### src/hw/sdram_params.svh
// SDRAM clock, power-up and command timing macros
`ifndef SDRAM_PARAMS_SVH
`define SDRAM_PARAMS_SVH

// system clock, also forwarded to the SDRAM pin
`define SDRAM_FREQ 27_000_000

// 100 us power-up wait in clocks
`define SDRAM_INIT_CYCLES (`SDRAM_FREQ / 10_000)

`define SDRAM_CAS_LATENCY 2

// busy window of one read or write, counted from acceptance
`define SDRAM_OP_CYCLES 4

// tRC after an auto-refresh, rounded up with margin
`define SDRAM_REFRESH_CYCLES 6

`endif

### src/hw/mem_req_pkg.sv
// client-side request types: address, data word, byte mask and operation

package mem_req_pkg;

    // bank 22:21, row 20:10, column 9:0
    typedef logic [22:0] mem_addr_t;

    typedef logic [31:0] mem_word_t;

    // one bit per byte, set means keep the stored byte
    typedef logic [3:0] mem_mask_t;

    typedef enum logic [1:0] {
        op_read    = 2'd0,
        op_write   = 2'd1,
        op_refresh = 2'd2
    } mem_op_t;

endpackage

### src/hw/sdram_cmd_pkg.sv
// SDRAM command pin encoding and sequencer states

package sdram_cmd_pkg;

    // bit order {ncs, nras, ncas, nwe}
    typedef enum logic [3:0] {
        nop          = 4'b0111,
        activate     = 4'b0011,
        read         = 4'b0101,
        write        = 4'b0100,
        precharge    = 4'b0010,
        auto_refresh = 4'b0001,
        load_mode    = 4'b0000
    } sdram_cmd_t;

    typedef enum logic [2:0] {
        init_wait,  // power-up delay
        init_pre,   // precharge all banks
        init_ref,   // two auto-refreshes
        init_mode,  // mode register load
        idle,
        run         // one request in flight
    } seq_state_t;

endpackage

### src/hw/mem_cmd_if.sv
// request and result signals between the front end and the command sequencer
`timescale 1ns/1ps

interface mem_cmd_if;
    import mem_req_pkg::*;

    logic      start;       // single-cycle request strobe
    mem_op_t   op;
    mem_addr_t addr;
    mem_word_t wdata;
    mem_mask_t mask;

    logic      ready;       // sequencer idle and initialized
    mem_word_t rdata;
    logic      data_ready;  // rdata valid this cycle

    modport ctrl (
        output start, op, addr, wdata, mask,
        input  ready, rdata, data_ready
    );

    modport seq (
        input  start, op, addr, wdata, mask,
        output ready, rdata, data_ready
    );

endinterface

### src/hw/mem_controller.sv
// request front end: capture, busy window, per-client read latches, write count, fail flag
`timescale 1ns/1ps
`include "sdram_params.svh"

module mem_controller (
    input  logic                   clk,
    input  logic                   resetn,
    input  logic                   read_a,
    input  logic                   read_b,
    input  logic                   write,
    input  logic                   refresh,
    input  mem_req_pkg::mem_addr_t addr,
    input  mem_req_pkg::mem_word_t din,
    input  mem_req_pkg::mem_mask_t mask,
    output mem_req_pkg::mem_word_t dout_a,
    output mem_req_pkg::mem_word_t dout_b,
    output logic                   busy,
    output logic                   mem_initialized,
    output logic                   fail,
    output logic [19:0]            total_written,
    mem_cmd_if.ctrl                cmd
);
    import mem_req_pkg::*;

    logic [3:0] cycles;        // cycles since acceptance, saturating
    logic       r_read_a;
    logic       r_read_b;
    logic       r_refresh;
    logic       any_req;
    logic       any_read;
    logic       last_cycle;
    mem_word_t  da;
    mem_word_t  db;

    assign any_read = read_a | read_b;
    assign any_req  = any_read | write | refresh;

    // request goes straight through in the accepting cycle
    assign cmd.start = ~busy & any_req;
    assign cmd.addr  = addr;
    assign cmd.wdata = din;
    assign cmd.mask  = mask;

    always_comb begin
        if (any_read)
            cmd.op = op_read;    // reads win
        else if (write)
            cmd.op = op_write;
        else
            cmd.op = op_refresh;
    end

    assign last_cycle = r_refresh ? (cycles == 4'(`SDRAM_REFRESH_CYCLES))
                                  : (cycles == 4'(`SDRAM_OP_CYCLES));

    // word shows up in the last busy cycle, held afterwards
    assign dout_a = (r_read_a && last_cycle) ? cmd.rdata : da;
    assign dout_b = (r_read_b && last_cycle) ? cmd.rdata : db;

    always_ff @(posedge clk) begin
        if (!resetn) begin
            busy            <= 1'b1;
            mem_initialized <= 1'b0;
            fail            <= 1'b0;
            total_written   <= '0;
            cycles          <= '0;
            r_read_a        <= 1'b0;
            r_read_b        <= 1'b0;
            r_refresh       <= 1'b0;
        end else begin
            if (cycles != 4'hf)
                cycles <= cycles + 4'd1;

            if (!busy) begin
                if (any_req) begin
                    busy      <= 1'b1;
                    cycles    <= 4'd1;
                    r_read_a  <= read_a;
                    r_read_b  <= read_b;
                    r_refresh <= refresh & ~any_read & ~write;
                    if (write && !any_read)
                        total_written <= total_written + 20'd1;
                end
            end else if (!mem_initialized) begin
                if (cmd.ready) begin    // init sequence finished
                    mem_initialized <= 1'b1;
                    busy            <= 1'b0;
                end
            end else if (last_cycle) begin
                busy <= 1'b0;
                if (r_read_a || r_read_b) begin
                    if (!cmd.data_ready)
                        fail <= 1'b1;   // read deadline missed
                    r_read_a <= 1'b0;
                    r_read_b <= 1'b0;
                end
            end
        end
    end

    always_ff @(posedge clk) begin
        if (busy && mem_initialized && last_cycle) begin
            if (r_read_a)
                da <= cmd.rdata;
            if (r_read_b)
                db <= cmd.rdata;
        end
    end

    // the sequencer must be idle whenever a request is handed over
    start_needs_ready: assert property (
        @(posedge clk) disable iff (!resetn)
        cmd.start |-> cmd.ready
    );

endmodule

### src/hw/sdram_sequencer.sv
// SDRAM power-up initialization and per-request activate / read / write / refresh commands
`timescale 1ns/1ps
`include "sdram_params.svh"

module sdram_sequencer (
    input  logic                     clk,
    input  logic                     resetn,
    mem_cmd_if.seq                   cmd,
    output sdram_cmd_pkg::sdram_cmd_t sdram_cmd,
    output logic [10:0]              sdram_a,
    output logic [1:0]               sdram_ba,
    output logic [3:0]               sdram_dqm,
    output logic [31:0]              dq_out,
    output logic                     dq_oe,
    input  logic [31:0]              dq_in,
    output logic                     sdram_cke
);
    import mem_req_pkg::*;
    import sdram_cmd_pkg::*;

    localparam logic [15:0] init_last   = 16'(`SDRAM_INIT_CYCLES - 1);
    localparam logic [15:0] trp_last    = 16'd2;
    localparam logic [15:0] tmrd_last   = 16'd2;
    localparam logic [15:0] ref_last    = 16'(`SDRAM_REFRESH_CYCLES);
    localparam logic [15:0] op_last     = 16'(`SDRAM_OP_CYCLES);
    localparam logic [15:0] rd_data_cnt = 16'(2 + `SDRAM_CAS_LATENCY);

    // burst length 1, sequential, CAS latency from params
    localparam logic [10:0] mode_word = {4'b0000, 3'(`SDRAM_CAS_LATENCY), 1'b0, 3'b000};

    seq_state_t  state;
    logic [15:0] cnt;
    logic        second_ref;
    logic [15:0] run_last;
    mem_op_t     op_q;
    mem_addr_t   addr_q;
    mem_word_t   wdata_q;
    mem_mask_t   mask_q;

    assign sdram_cke = 1'b1;
    assign run_last  = (op_q == op_refresh) ? ref_last : op_last;

    assign cmd.ready      = (state == idle);
    assign cmd.rdata      = dq_in;   // valid in the data_ready cycle
    assign cmd.data_ready = (state == run) && (op_q == op_read) && (cnt == rd_data_cnt);

    always_ff @(posedge clk) begin
        sdram_cmd <= nop;
        sdram_dqm <= 4'h0;
        dq_oe     <= 1'b0;
        cnt       <= cnt + 16'd1;

        case (state)
            init_wait: begin
                if (cnt == init_last) begin
                    sdram_cmd <= precharge;
                    sdram_a   <= 11'h400;   // A10 selects all banks
                    state     <= init_pre;
                    cnt       <= 16'd1;
                end
            end
            init_pre: begin
                if (cnt == trp_last) begin
                    sdram_cmd <= auto_refresh;
                    state     <= init_ref;
                    cnt       <= 16'd1;
                end
            end
            init_ref: begin
                if (cnt == ref_last) begin
                    cnt <= 16'd1;
                    if (!second_ref) begin
                        sdram_cmd  <= auto_refresh;
                        second_ref <= 1'b1;
                    end else begin
                        sdram_cmd <= load_mode;
                        sdram_a   <= mode_word;
                        sdram_ba  <= 2'b00;
                        state     <= init_mode;
                    end
                end
            end
            init_mode: begin
                if (cnt == tmrd_last)
                    state <= idle;
            end
            idle: begin
                if (cmd.start) begin
                    op_q    <= cmd.op;
                    addr_q  <= cmd.addr;
                    wdata_q <= cmd.wdata;
                    mask_q  <= cmd.mask;
                    state   <= run;
                    cnt     <= 16'd1;
                    if (cmd.op == op_refresh) begin
                        sdram_cmd <= auto_refresh;
                    end else begin
                        sdram_cmd <= activate;
                        sdram_a   <= cmd.addr[20:10];   // row
                        sdram_ba  <= cmd.addr[22:21];
                    end
                end
            end
            run: begin
                if (cnt == 16'd1 && op_q != op_refresh) begin
                    sdram_a <= {1'b1, addr_q[9:0]};   // column, auto-precharge
                    if (op_q == op_read) begin
                        sdram_cmd <= read;
                    end else begin
                        sdram_cmd <= write;
                        dq_out    <= wdata_q;
                        sdram_dqm <= mask_q;
                        dq_oe     <= 1'b1;
                    end
                end
                if (cnt == run_last)
                    state <= idle;
            end
            default: state <= init_wait;
        endcase

        if (!resetn) begin
            state      <= init_wait;
            cnt        <= '0;
            second_ref <= 1'b0;
            sdram_cmd  <= nop;
            dq_oe      <= 1'b0;
        end
    end

    // column commands only ever follow their row activate
    rw_after_activate: assert property (
        @(posedge clk) disable iff (!resetn)
        (sdram_cmd inside {read, write}) |-> ($past(sdram_cmd) == activate)
    );

    oe_on_write_only: assert property (
        @(posedge clk) disable iff (!resetn)
        dq_oe |-> (sdram_cmd == write)
    );

endmodule

### src/hw/sdram_top.sv
// memory subsystem top: request front end plus SDRAM sequencer on plain pins
`timescale 1ns/1ps

module sdram_top (
    input  logic                   clk,
    input  logic                   resetn,
    input  logic                   read_a,
    input  logic                   read_b,
    input  logic                   write,
    input  logic                   refresh,
    input  mem_req_pkg::mem_addr_t addr,
    input  mem_req_pkg::mem_word_t din,
    input  mem_req_pkg::mem_mask_t mask,
    output mem_req_pkg::mem_word_t dout_a,
    output mem_req_pkg::mem_word_t dout_b,
    output logic                   busy,
    output logic                   mem_initialized,
    output logic                   fail,
    output logic [19:0]            total_written,
    output logic                   sdram_ncs,
    output logic                   sdram_nras,
    output logic                   sdram_ncas,
    output logic                   sdram_nwe,
    output logic [10:0]            sdram_a,
    output logic [1:0]             sdram_ba,
    output logic [3:0]             sdram_dqm,
    output logic [31:0]            dq_out,
    output logic                   dq_oe,
    input  logic [31:0]            dq_in,
    output logic                   sdram_cke,
    output logic                   sdram_clk
);
    import sdram_cmd_pkg::*;

    sdram_cmd_t seq_cmd;

    mem_cmd_if cmd_if ();

    mem_controller ctrl_inst (
        .clk             (clk),
        .resetn          (resetn),
        .read_a          (read_a),
        .read_b          (read_b),
        .write           (write),
        .refresh         (refresh),
        .addr            (addr),
        .din             (din),
        .mask            (mask),
        .dout_a          (dout_a),
        .dout_b          (dout_b),
        .busy            (busy),
        .mem_initialized (mem_initialized),
        .fail            (fail),
        .total_written   (total_written),
        .cmd             (cmd_if.ctrl)
    );

    sdram_sequencer seq_inst (
        .clk       (clk),
        .resetn    (resetn),
        .cmd       (cmd_if.seq),
        .sdram_cmd (seq_cmd),
        .sdram_a   (sdram_a),
        .sdram_ba  (sdram_ba),
        .sdram_dqm (sdram_dqm),
        .dq_out    (dq_out),
        .dq_oe     (dq_oe),
        .dq_in     (dq_in),
        .sdram_cke (sdram_cke)
    );

    assign {sdram_ncs, sdram_nras, sdram_ncas, sdram_nwe} = seq_cmd;
    assign sdram_clk = clk;   // same phase as the logic clock

endmodule

### config.mk
export PLATFORM = sky130hd
export DESIGN_NAME = sdram_top
export DESIGN_NICKNAME = d
export VERILOG_FILES = /design/src/hw/mem_req_pkg.sv /design/src/hw/sdram_cmd_pkg.sv /design/src/hw/mem_cmd_if.sv /design/src/hw/mem_controller.sv /design/src/hw/sdram_sequencer.sv /design/src/hw/sdram_top.sv
export VERILOG_INCLUDE_DIRS = /design/src /design/src/hw
export SDC_FILE = /design/constraint.sdc
export NUM_CORES = 1
export LEC_CHECK = 0
export CAP_MARGIN = 30
export CORE_UTILIZATION = 63
export CTS_CLUSTER_DIAMETER = 100
export DETAILED_ROUTE_END_ITERATION = 8
export DONT_BUFFER_PORTS = 1
export GPL_TIMING_DRIVEN = 0
export PLACE_DENSITY = 0.79
export SETUP_SLACK_MARGIN = 0.2
export SLEW_MARGIN = 20
export SYNTH_ARGS = -nofsm -noshare
export SYNTH_HDL_FRONTEND = slang
export SYNTH_SLANG_ARGS = --single-unit
### constraint.sdc
create_clock -name clk -period 4.25 [get_ports clk]
set_input_delay 0.425 -clock clk [delete_from_list [all_inputs] [get_ports clk]]
set_output_delay 0.425 -clock clk [all_outputs]
set_load 0.01 [all_outputs]
==> results.sh, run 1 <==
export IMPL_outcome="finished clean"
export IMPL_stdcell_count=887
export IMPL_layout_common_cells="157 x edfxtp_1, 79 x dlygate4sd3_1, 64 x mux2_2"
export IMPL_leakagePower_nw=3.49
export IMPL_synth_distinct_cells=59
export IMPL_cts_tree="done"
export IMPL_crit_end="dout_a[24]"
export IMPL_worstMarginPinSlew_ns=0.726
export IMPL_vdd_drop_max_uv=290
export IMPL_tns_ns=0
export IMPL_drt_initial_drc_count=548
export IMPL_dieArea_sq_um=13900
export IMPL_core_area_sq_um=13200
export IMPL_switching_share=0.198
export IMPL_place_gp_congestion=0.908
export IMPL_dieWidth_um=118
export IMPL_die_h_um=118
export IMPL_final_hold_viol_count=0
export IMPL_cp_data_arrival_time_ns=2.73
export IMPL_synth_seq_cells=215
export IMPL_grt_usage=0.308
export IMPL_syn_area_sq_um=8480
export IMPL_worstSetupPathType="reg -> out"
export IMPL_r2r_end="seq_inst.sdram_a[0]"
export IMPL_rows=42
export IMPL_synth_async_sr_flop_share=0
export IMPL_min_period_over_period=0.743
export IMPL_drc=0
export IMPL_yosys_warnings=0
export IMPL_final_setup_viol_count=0
export IMPL_maxCapViolCount=0
export IMPL_critPathLaunchType="flip-flop"
export IMPL_final_common_cell="edfxtp_1"
export IMPL_ys_flop_type="edfxtp_1"
export IMPL_register_area_sq_um=5880
export IMPL_crit_path_start="ctrl_inst.cycles[1]"
export IMPL_crit_required_ns=3.83
export IMPL_multi_input_area_sq_um=2470
export IMPL_layout_min_cycle_time_ns=3.16
export IMPL_dp_cells=768
export IMPL_antenna_found_initial=0
export IMPL_final_util=0.787
export IMPL_diodes=0
export IMPL_power_density_nw_per_um2=433
export IMPL_seq_area_frac_synth=0.693
export IMPL_drv_slew=0
export IMPL_total_power_w=0.00450
export IMPL_syn_inst=588
export IMPL_hp_class="in -> reg"
export IMPL_r2r_slack_ns=1.36
export IMPL_first_pass_iters=5
export IMPL_power_frac_comb=0.033
export IMPL_rr_worst_depth=5
export IMPL_vias_per_cell=6.18
export IMPL_skew_ns=0.0125
export IMPL_routedWlPerCell_um=24.1
export IMPL_clock_power_share=0.465
export IMPL_timing_rr_start="seq_inst.cnt[7]"
export IMPL_initial_core_util=0.643
export IMPL_area_delta_synth_final_pct=22.4
export IMPL_p_int_w=0.00361
export IMPL_slew_headroom=0.512
export IMPL_crit_path_end_kind="output pin"
export IMPL_switchingPower_w=0.000890
export IMPL_postCtsHoldBufs=79
export IMPL_syn_nets=691
export IMPL_post_cts_setup_buffers=0
export IMPL_vias=5484
export IMPL_grt_pass1_vias=5473
export IMPL_dp_final_hpwl_mm=13.3
export IMPL_wirelength_mm=21.4
export IMPL_final_layout_size_suffix_gt1_frac=0.184
export IMPL_ant_nets=0
export IMPL_n_fill_cell=706
export IMPL_clkTransAtPathRegs_ns=0.06
export IMPL_ios=240
export IMPL_fmax_mhz=317
export IMPL_grt_overflow=0
export IMPL_path_max_fanout=10
export IMPL_post_cts_resized=0
export IMPL_rsz0062_at_grt="false"
export IMPL_clk_latency_ns=0.60
export IMPL_sequentialPowerShare=0.502
export IMPL_postSynthAreaPerCell_sq_um=14.4
export IMPL_grt_pass1_wl_mm=32.1
export IMPL_num_nets_final=800
export IMPL_place_port_buffers=0
export IMPL_synth_edf_count=157
export IMPL_grt_max_degree=33
[logic make-up (layout without fill, tap and decap cells)]
| logic type | Yosys count | in the layout | synth area share |
|---|---|---|---|
| multiplexers | 66 | 66 | 0.0873 |
| adder cells (fa/ha/maj) | 6 | 6 | 0.00885 |
| XOR/XNOR | 34 | 34 | 0.0351 |
| other | 2 | 2 | 0.000885 |
| AO/OA/AOI/OAI | 68 | 68 | 0.0550 |
| buffers and inverters | 33 | 156 | 0.0180 |
| AND/OR/NAND/NOR | 164 | 164 | 0.102 |
| flip-flops | 215 | 215 | 0.693 |
[flip-flops by register name (all words and copies together), names as in the netlist, 2 cells and up]
signal	flops
seq_inst.sdram_a	11
seq_inst.addr_q	10
seq_inst.sdram_dqm	4
seq_inst.state	3
seq_inst.wdata_q	32
seq_inst.sdram_cmd	3
ctrl_inst.cycles	4
seq_inst.op_q	2
seq_inst.sdram_ba	2
ctrl_inst.da	32
ctrl_inst.total_written	20
seq_inst.cnt	16
seq_inst.dq_out	32
seq_inst.mask_q	4
ctrl_inst.db	32
[synthesized netlist by cell type (2+ instances only)]
| master | n | share of area |
|---|---|---|
| nand3b_1 | 2 | 0.0018 |
| nor3_1 | 10 | 0.0059 |
| a21oi_1 | 15 | 0.0089 |
| edfxtp_1 | 157 | 0.56 |
| dfxtp_1 | 58 | 0.14 |
| and3_2 | 2 | 0.0018 |
| conb_1 | 2 | 0.00089 |
| a22o_1 | 9 | 0.0093 |
| nand4_1 | 14 | 0.010 |
| a211oi_1 | 15 | 0.013 |
| nor3b_1 | 2 | 0.0018 |
| and3_1 | 5 | 0.0037 |
| and2_1 | 8 | 0.0059 |
| xnor2_1 | 13 | 0.013 |
| inv_1 | 6 | 0.0027 |
| nand2_1 | 32 | 0.014 |
| nor4b_1 | 3 | 0.0031 |
| buf_2 | 7 | 0.0041 |
| o21ai_0 | 13 | 0.0077 |
| mux2_2 | 64 | 0.085 |
| ha_1 | 6 | 0.0089 |
| nand3_1 | 18 | 0.011 |
| buf_4 | 3 | 0.0027 |
| xor2_1 | 21 | 0.022 |
| o21a_1 | 2 | 0.0018 |
| or3_1 | 3 | 0.0022 |
| a32oi_1 | 2 | 0.0021 |
| and4_1 | 5 | 0.0052 |
| nor2_1 | 45 | 0.020 |
| nand2b_1 | 3 | 0.0022 |
| clkbuf_1 | 13 | 0.0058 |
| a31oi_1 | 2 | 0.0015 |
| mux2i_1 | 2 | 0.0024 |
[stage by stage]
| step | cell area, sq um | setup WS [ns] | hold WS [ns] |
|---|---|---|---|
| finish | 10400 | 1.09 | 0.0234 |
| global route | 10400 | 0.887 | 0.00925 |
| CTS | 10400 | 1.09 | 0.00589 |
| detailed placement | 8810 | 1.47 | 0.405 |
| global placement | 8700 | -0.0969 | 0.401 |
| floorplan | 8480 | 0.823 | 0.400 |
[how the worst min path moves through the flow]
stage	from	to	depth (start not counted)
floorplan	seq_inst.wdata_q[0]	seq_inst.dq_out[0]	0
global placement	seq_inst.wdata_q[9]	seq_inst.dq_out[9]	0
detailed placement	seq_inst.wdata_q[25]	seq_inst.dq_out[25]	0
CTS	read_b	seq_inst.op_q[0]	1
global route	read_a	seq_inst.op_q[0]	1
finish	read_a	ctrl_inst.r_read_a	2
[layer usage]
layer  routed length (um)  up-vias  track usage
met5                    0        -            0
met4                  594        0        0.110
met3                 1990       49        0.106
met2                11200      299        0.538
met1                 7650     2719        0.350
li1                     -     2417            -
[power by group through the flow]
stage                logic, W  registers (W)  clock network, W
finish               0.000147        0.00226           0.00209
detailed placement  0.0000760        0.00230         0.0000194
floorplan           0.0000587        0.00230         0.0000194
CTS                  0.000144        0.00226           0.00210
global placement    0.0000717        0.00230         0.0000194
global route         0.000158        0.00226           0.00219
[cell type report]
type	instances	area share
Tap cell	176	0.0212
Buffer	26	0.0122
Timing Repair Buffer	83	0.0846
Sequential cell	215	0.566
Clock inverter	15	0.0175
Multi-Input combinational cell	340	0.238
Clock buffer	25	0.0582
Inverter	7	0.00253
[critical path, stage by stage, from the launching register on]
cell	delay [ns]
dfxtp_1	0.36
xor2_1	0.16
nor4b_1	0.59
nand2_1	0.35
buf_2	0.31
mux2_2	0.36
Note: power is estimated with default switching activity, not from simulation.
==> run 2: changes to the inputs <==
- CORE_UTILIZATION: 63 -> 57
- PLACE_DENSITY: 0.79 -> 0.75
- clock period: 4.25 -> 2.9 ns (I/O delays scaled with it)
==> run 2 against run 1 <==
  * Sequential share of layout area shrank 0.93 points
  * Cell area increased by 1.7%
  * Sequential cell count stayed put
  * Combinational power increased by 58%
  * Total power rose by 43%
  * Utilization decreased by 6.1 points
  * Critical path depth is 1 higher
  * Register-to-register slack lost 1.1 ns
  * Hold slack better by 0.0033 ns
  * Critical path type is now reg -> reg
  * Clock skew up 0.0025 ns
  * Global-route usage is 6.6 points lower
==> results.sh, run 2 (synthesis gave the netlist of run 1 again) <==
export IMPL_final_layout_size_suffix_gt1_frac=0.186
export IMPL_cp_data_arrival_time_ns=2.91
export IMPL_final_hold_viol_count=0
export IMPL_crit_required_ns=3.18
export IMPL_grt_pass1_wl_mm=28.0
export IMPL_grt_usage=0.242
export IMPL_fmax_mhz=380
export IMPL_fin_area_sq_um=10600
export IMPL_r2r_slack_ns=0.27
export IMPL_first_pass_iters=5
export IMPL_die_h_um=124
export IMPL_clkTransAtPathRegs_ns=0.07
export IMPL_min_to="ctrl_inst.total_written[1]"
export IMPL_dieWidth_um=124
export IMPL_worstMarginPinSlew_ns=0.784
export IMPL_cts_tree="done"
export IMPL_final_util=0.726
export IMPL_initial_core_util=0.584
export IMPL_grt_overflow=0
export IMPL_place_area_sq_um=8820
export IMPL_stdcell_count=911
export IMPL_critPathLaunchType="flip-flop"
export IMPL_outcome="finished clean"
export IMPL_dp_cells=776
export IMPL_slew_headroom=0.477
export IMPL_hold_start="write"
export IMPL_hp_class="in -> reg"
export IMPL_maxCapViolCount=0
export IMPL_place_port_buffers=0
export IMPL_dp_slack_ns=0.187
export IMPL_r2r_end="seq_inst.sdram_a[3]"
export IMPL_routedWlPerCell_um=21.3
export IMPL_vias_per_cell=5.95
export IMPL_rsz0062_at_grt="true"
export IMPL_antenna_found_initial=1
export IMPL_post_cts_setup_buffers=0
export IMPL_drc=0
export IMPL_multi_input_area_sq_um=2510
export IMPL_grt_pass1_vias=5339
export IMPL_clk_latency_ns=0.60
export IMPL_rows=44
export IMPL_vdd_drop_max_uv=437
export IMPL_power_density_nw_per_um2=609
export IMPL_vias=5417
export IMPL_grt_max_degree=33
export IMPL_skew_ns=0.0150
export IMPL_wirelength_mm=19.4
export IMPL_register_area_sq_um=5880
export IMPL_dp_final_hpwl_mm=12.4
export IMPL_path_max_fanout=11
export IMPL_n_fill_cell=908
export IMPL_rr_worst_depth=6
export IMPL_crit_path_end_kind="flip-flop"
export IMPL_ios=240
export IMPL_layout_common_cells="157 x edfxtp_1, 93 x dlygate4sd3_1, 64 x mux2_2"
export IMPL_holdPathStages=3
export IMPL_leakagePower_nw=3.56
export IMPL_area_delta_synth_final_pct=24.5
export IMPL_ant_nets=0
export IMPL_fin_ws_ns=0.265
export IMPL_tns_ns=0
export IMPL_layout_min_cycle_time_ns=2.63
export IMPL_timing_rr_start="seq_inst.cnt[0]"
export IMPL_min_period_over_period=0.909
export IMPL_final_setup_viol_count=0
export IMPL_place_gp_congestion=0.956
export IMPL_drt_initial_drc_count=442
export IMPL_core_area_sq_um=14500
export IMPL_worstSetupPathType="reg -> reg"
export IMPL_final_common_cell="edfxtp_1"
export IMPL_num_nets_final=815
export IMPL_drv_slew=0
export IMPL_dieArea_sq_um=15400
## run 2: worst max path at each step
stage | depth (start not counted) | start | endpoint
after detailed placement | 5 | seq_inst.cnt[7] | seq_inst.sdram_a[9]
after global placement | 4 | seq_inst.state[2] | seq_inst.wdata_q[16]
after floorplan | 4 | seq_inst.state[2] | seq_inst.addr_q[0]
after global routing | 5 | ctrl_inst.cycles[1] | dout_a[23]
after CTS | 6 | seq_inst.cnt[7] | seq_inst.dq_out[4]
final | 6 | seq_inst.cnt[0] | seq_inst.sdram_a[3]
## run 2: layout make-up
type | instances | share of cell area
Timing Repair Buffer | 97 | 0.0972
Inverter | 7 | 0.00249
Tap cell | 184 | 0.0218
Clock inverter | 8 | 0.00747
Clock buffer | 32 | 0.0641
Multi-Input combinational cell | 341 | 0.238
Sequential cell | 215 | 0.557
Antenna cell | 1 | 0.000237
Buffer | 26 | 0.0120
## run 2: critical path, stage by stage, from the launching register on
cell and delay, ns:
dfxtp_1 0.38, inv_1 0.17, ha_1 0.18, nor4bb_1 0.30, nand4_1 0.37, a22oi_1 0.47
and3_2 0.43
## run 2: report_power, final
part	total [W]	leakage, nW	switching, W	internal, W
clock	0.00289	0.380	0.00114	0.00174
combinational	0.000232	1.30	0.000104	0.000128
sequential	0.00331	1.88	0.0000184	0.00329
## run 2: stage by stage
stage	power [W]	hold slack, ns
6_report	0.00643	0.0267
5_1_grt	0.00661	0.0384
3_3_place_gp	0.00351	0.382
2_1_floorplan	0.00349	0.382
4_1_cts	0.00644	0.0121
3_5_place_dp	0.00352	0.382
## run 2: repair_timing
item                       CTS  global route
hold buffers                93             0
setup endpoints to repair   75           139
resized for setup            3             4
pin swaps                    0             1
gates cloned                 0             1
hold endpoints to repair   128             0
## run 2: layer usage
layer	up-vias	track usage	wire length, um	part of all wire
met4	0	0.0796	480	0.025
met5	-	0	0	0
li1	2452	-	-	-
met2	283	0.439	10400	0.53
met1	2635	0.279	7050	0.36
met3	47	0.0600	1530	0.079
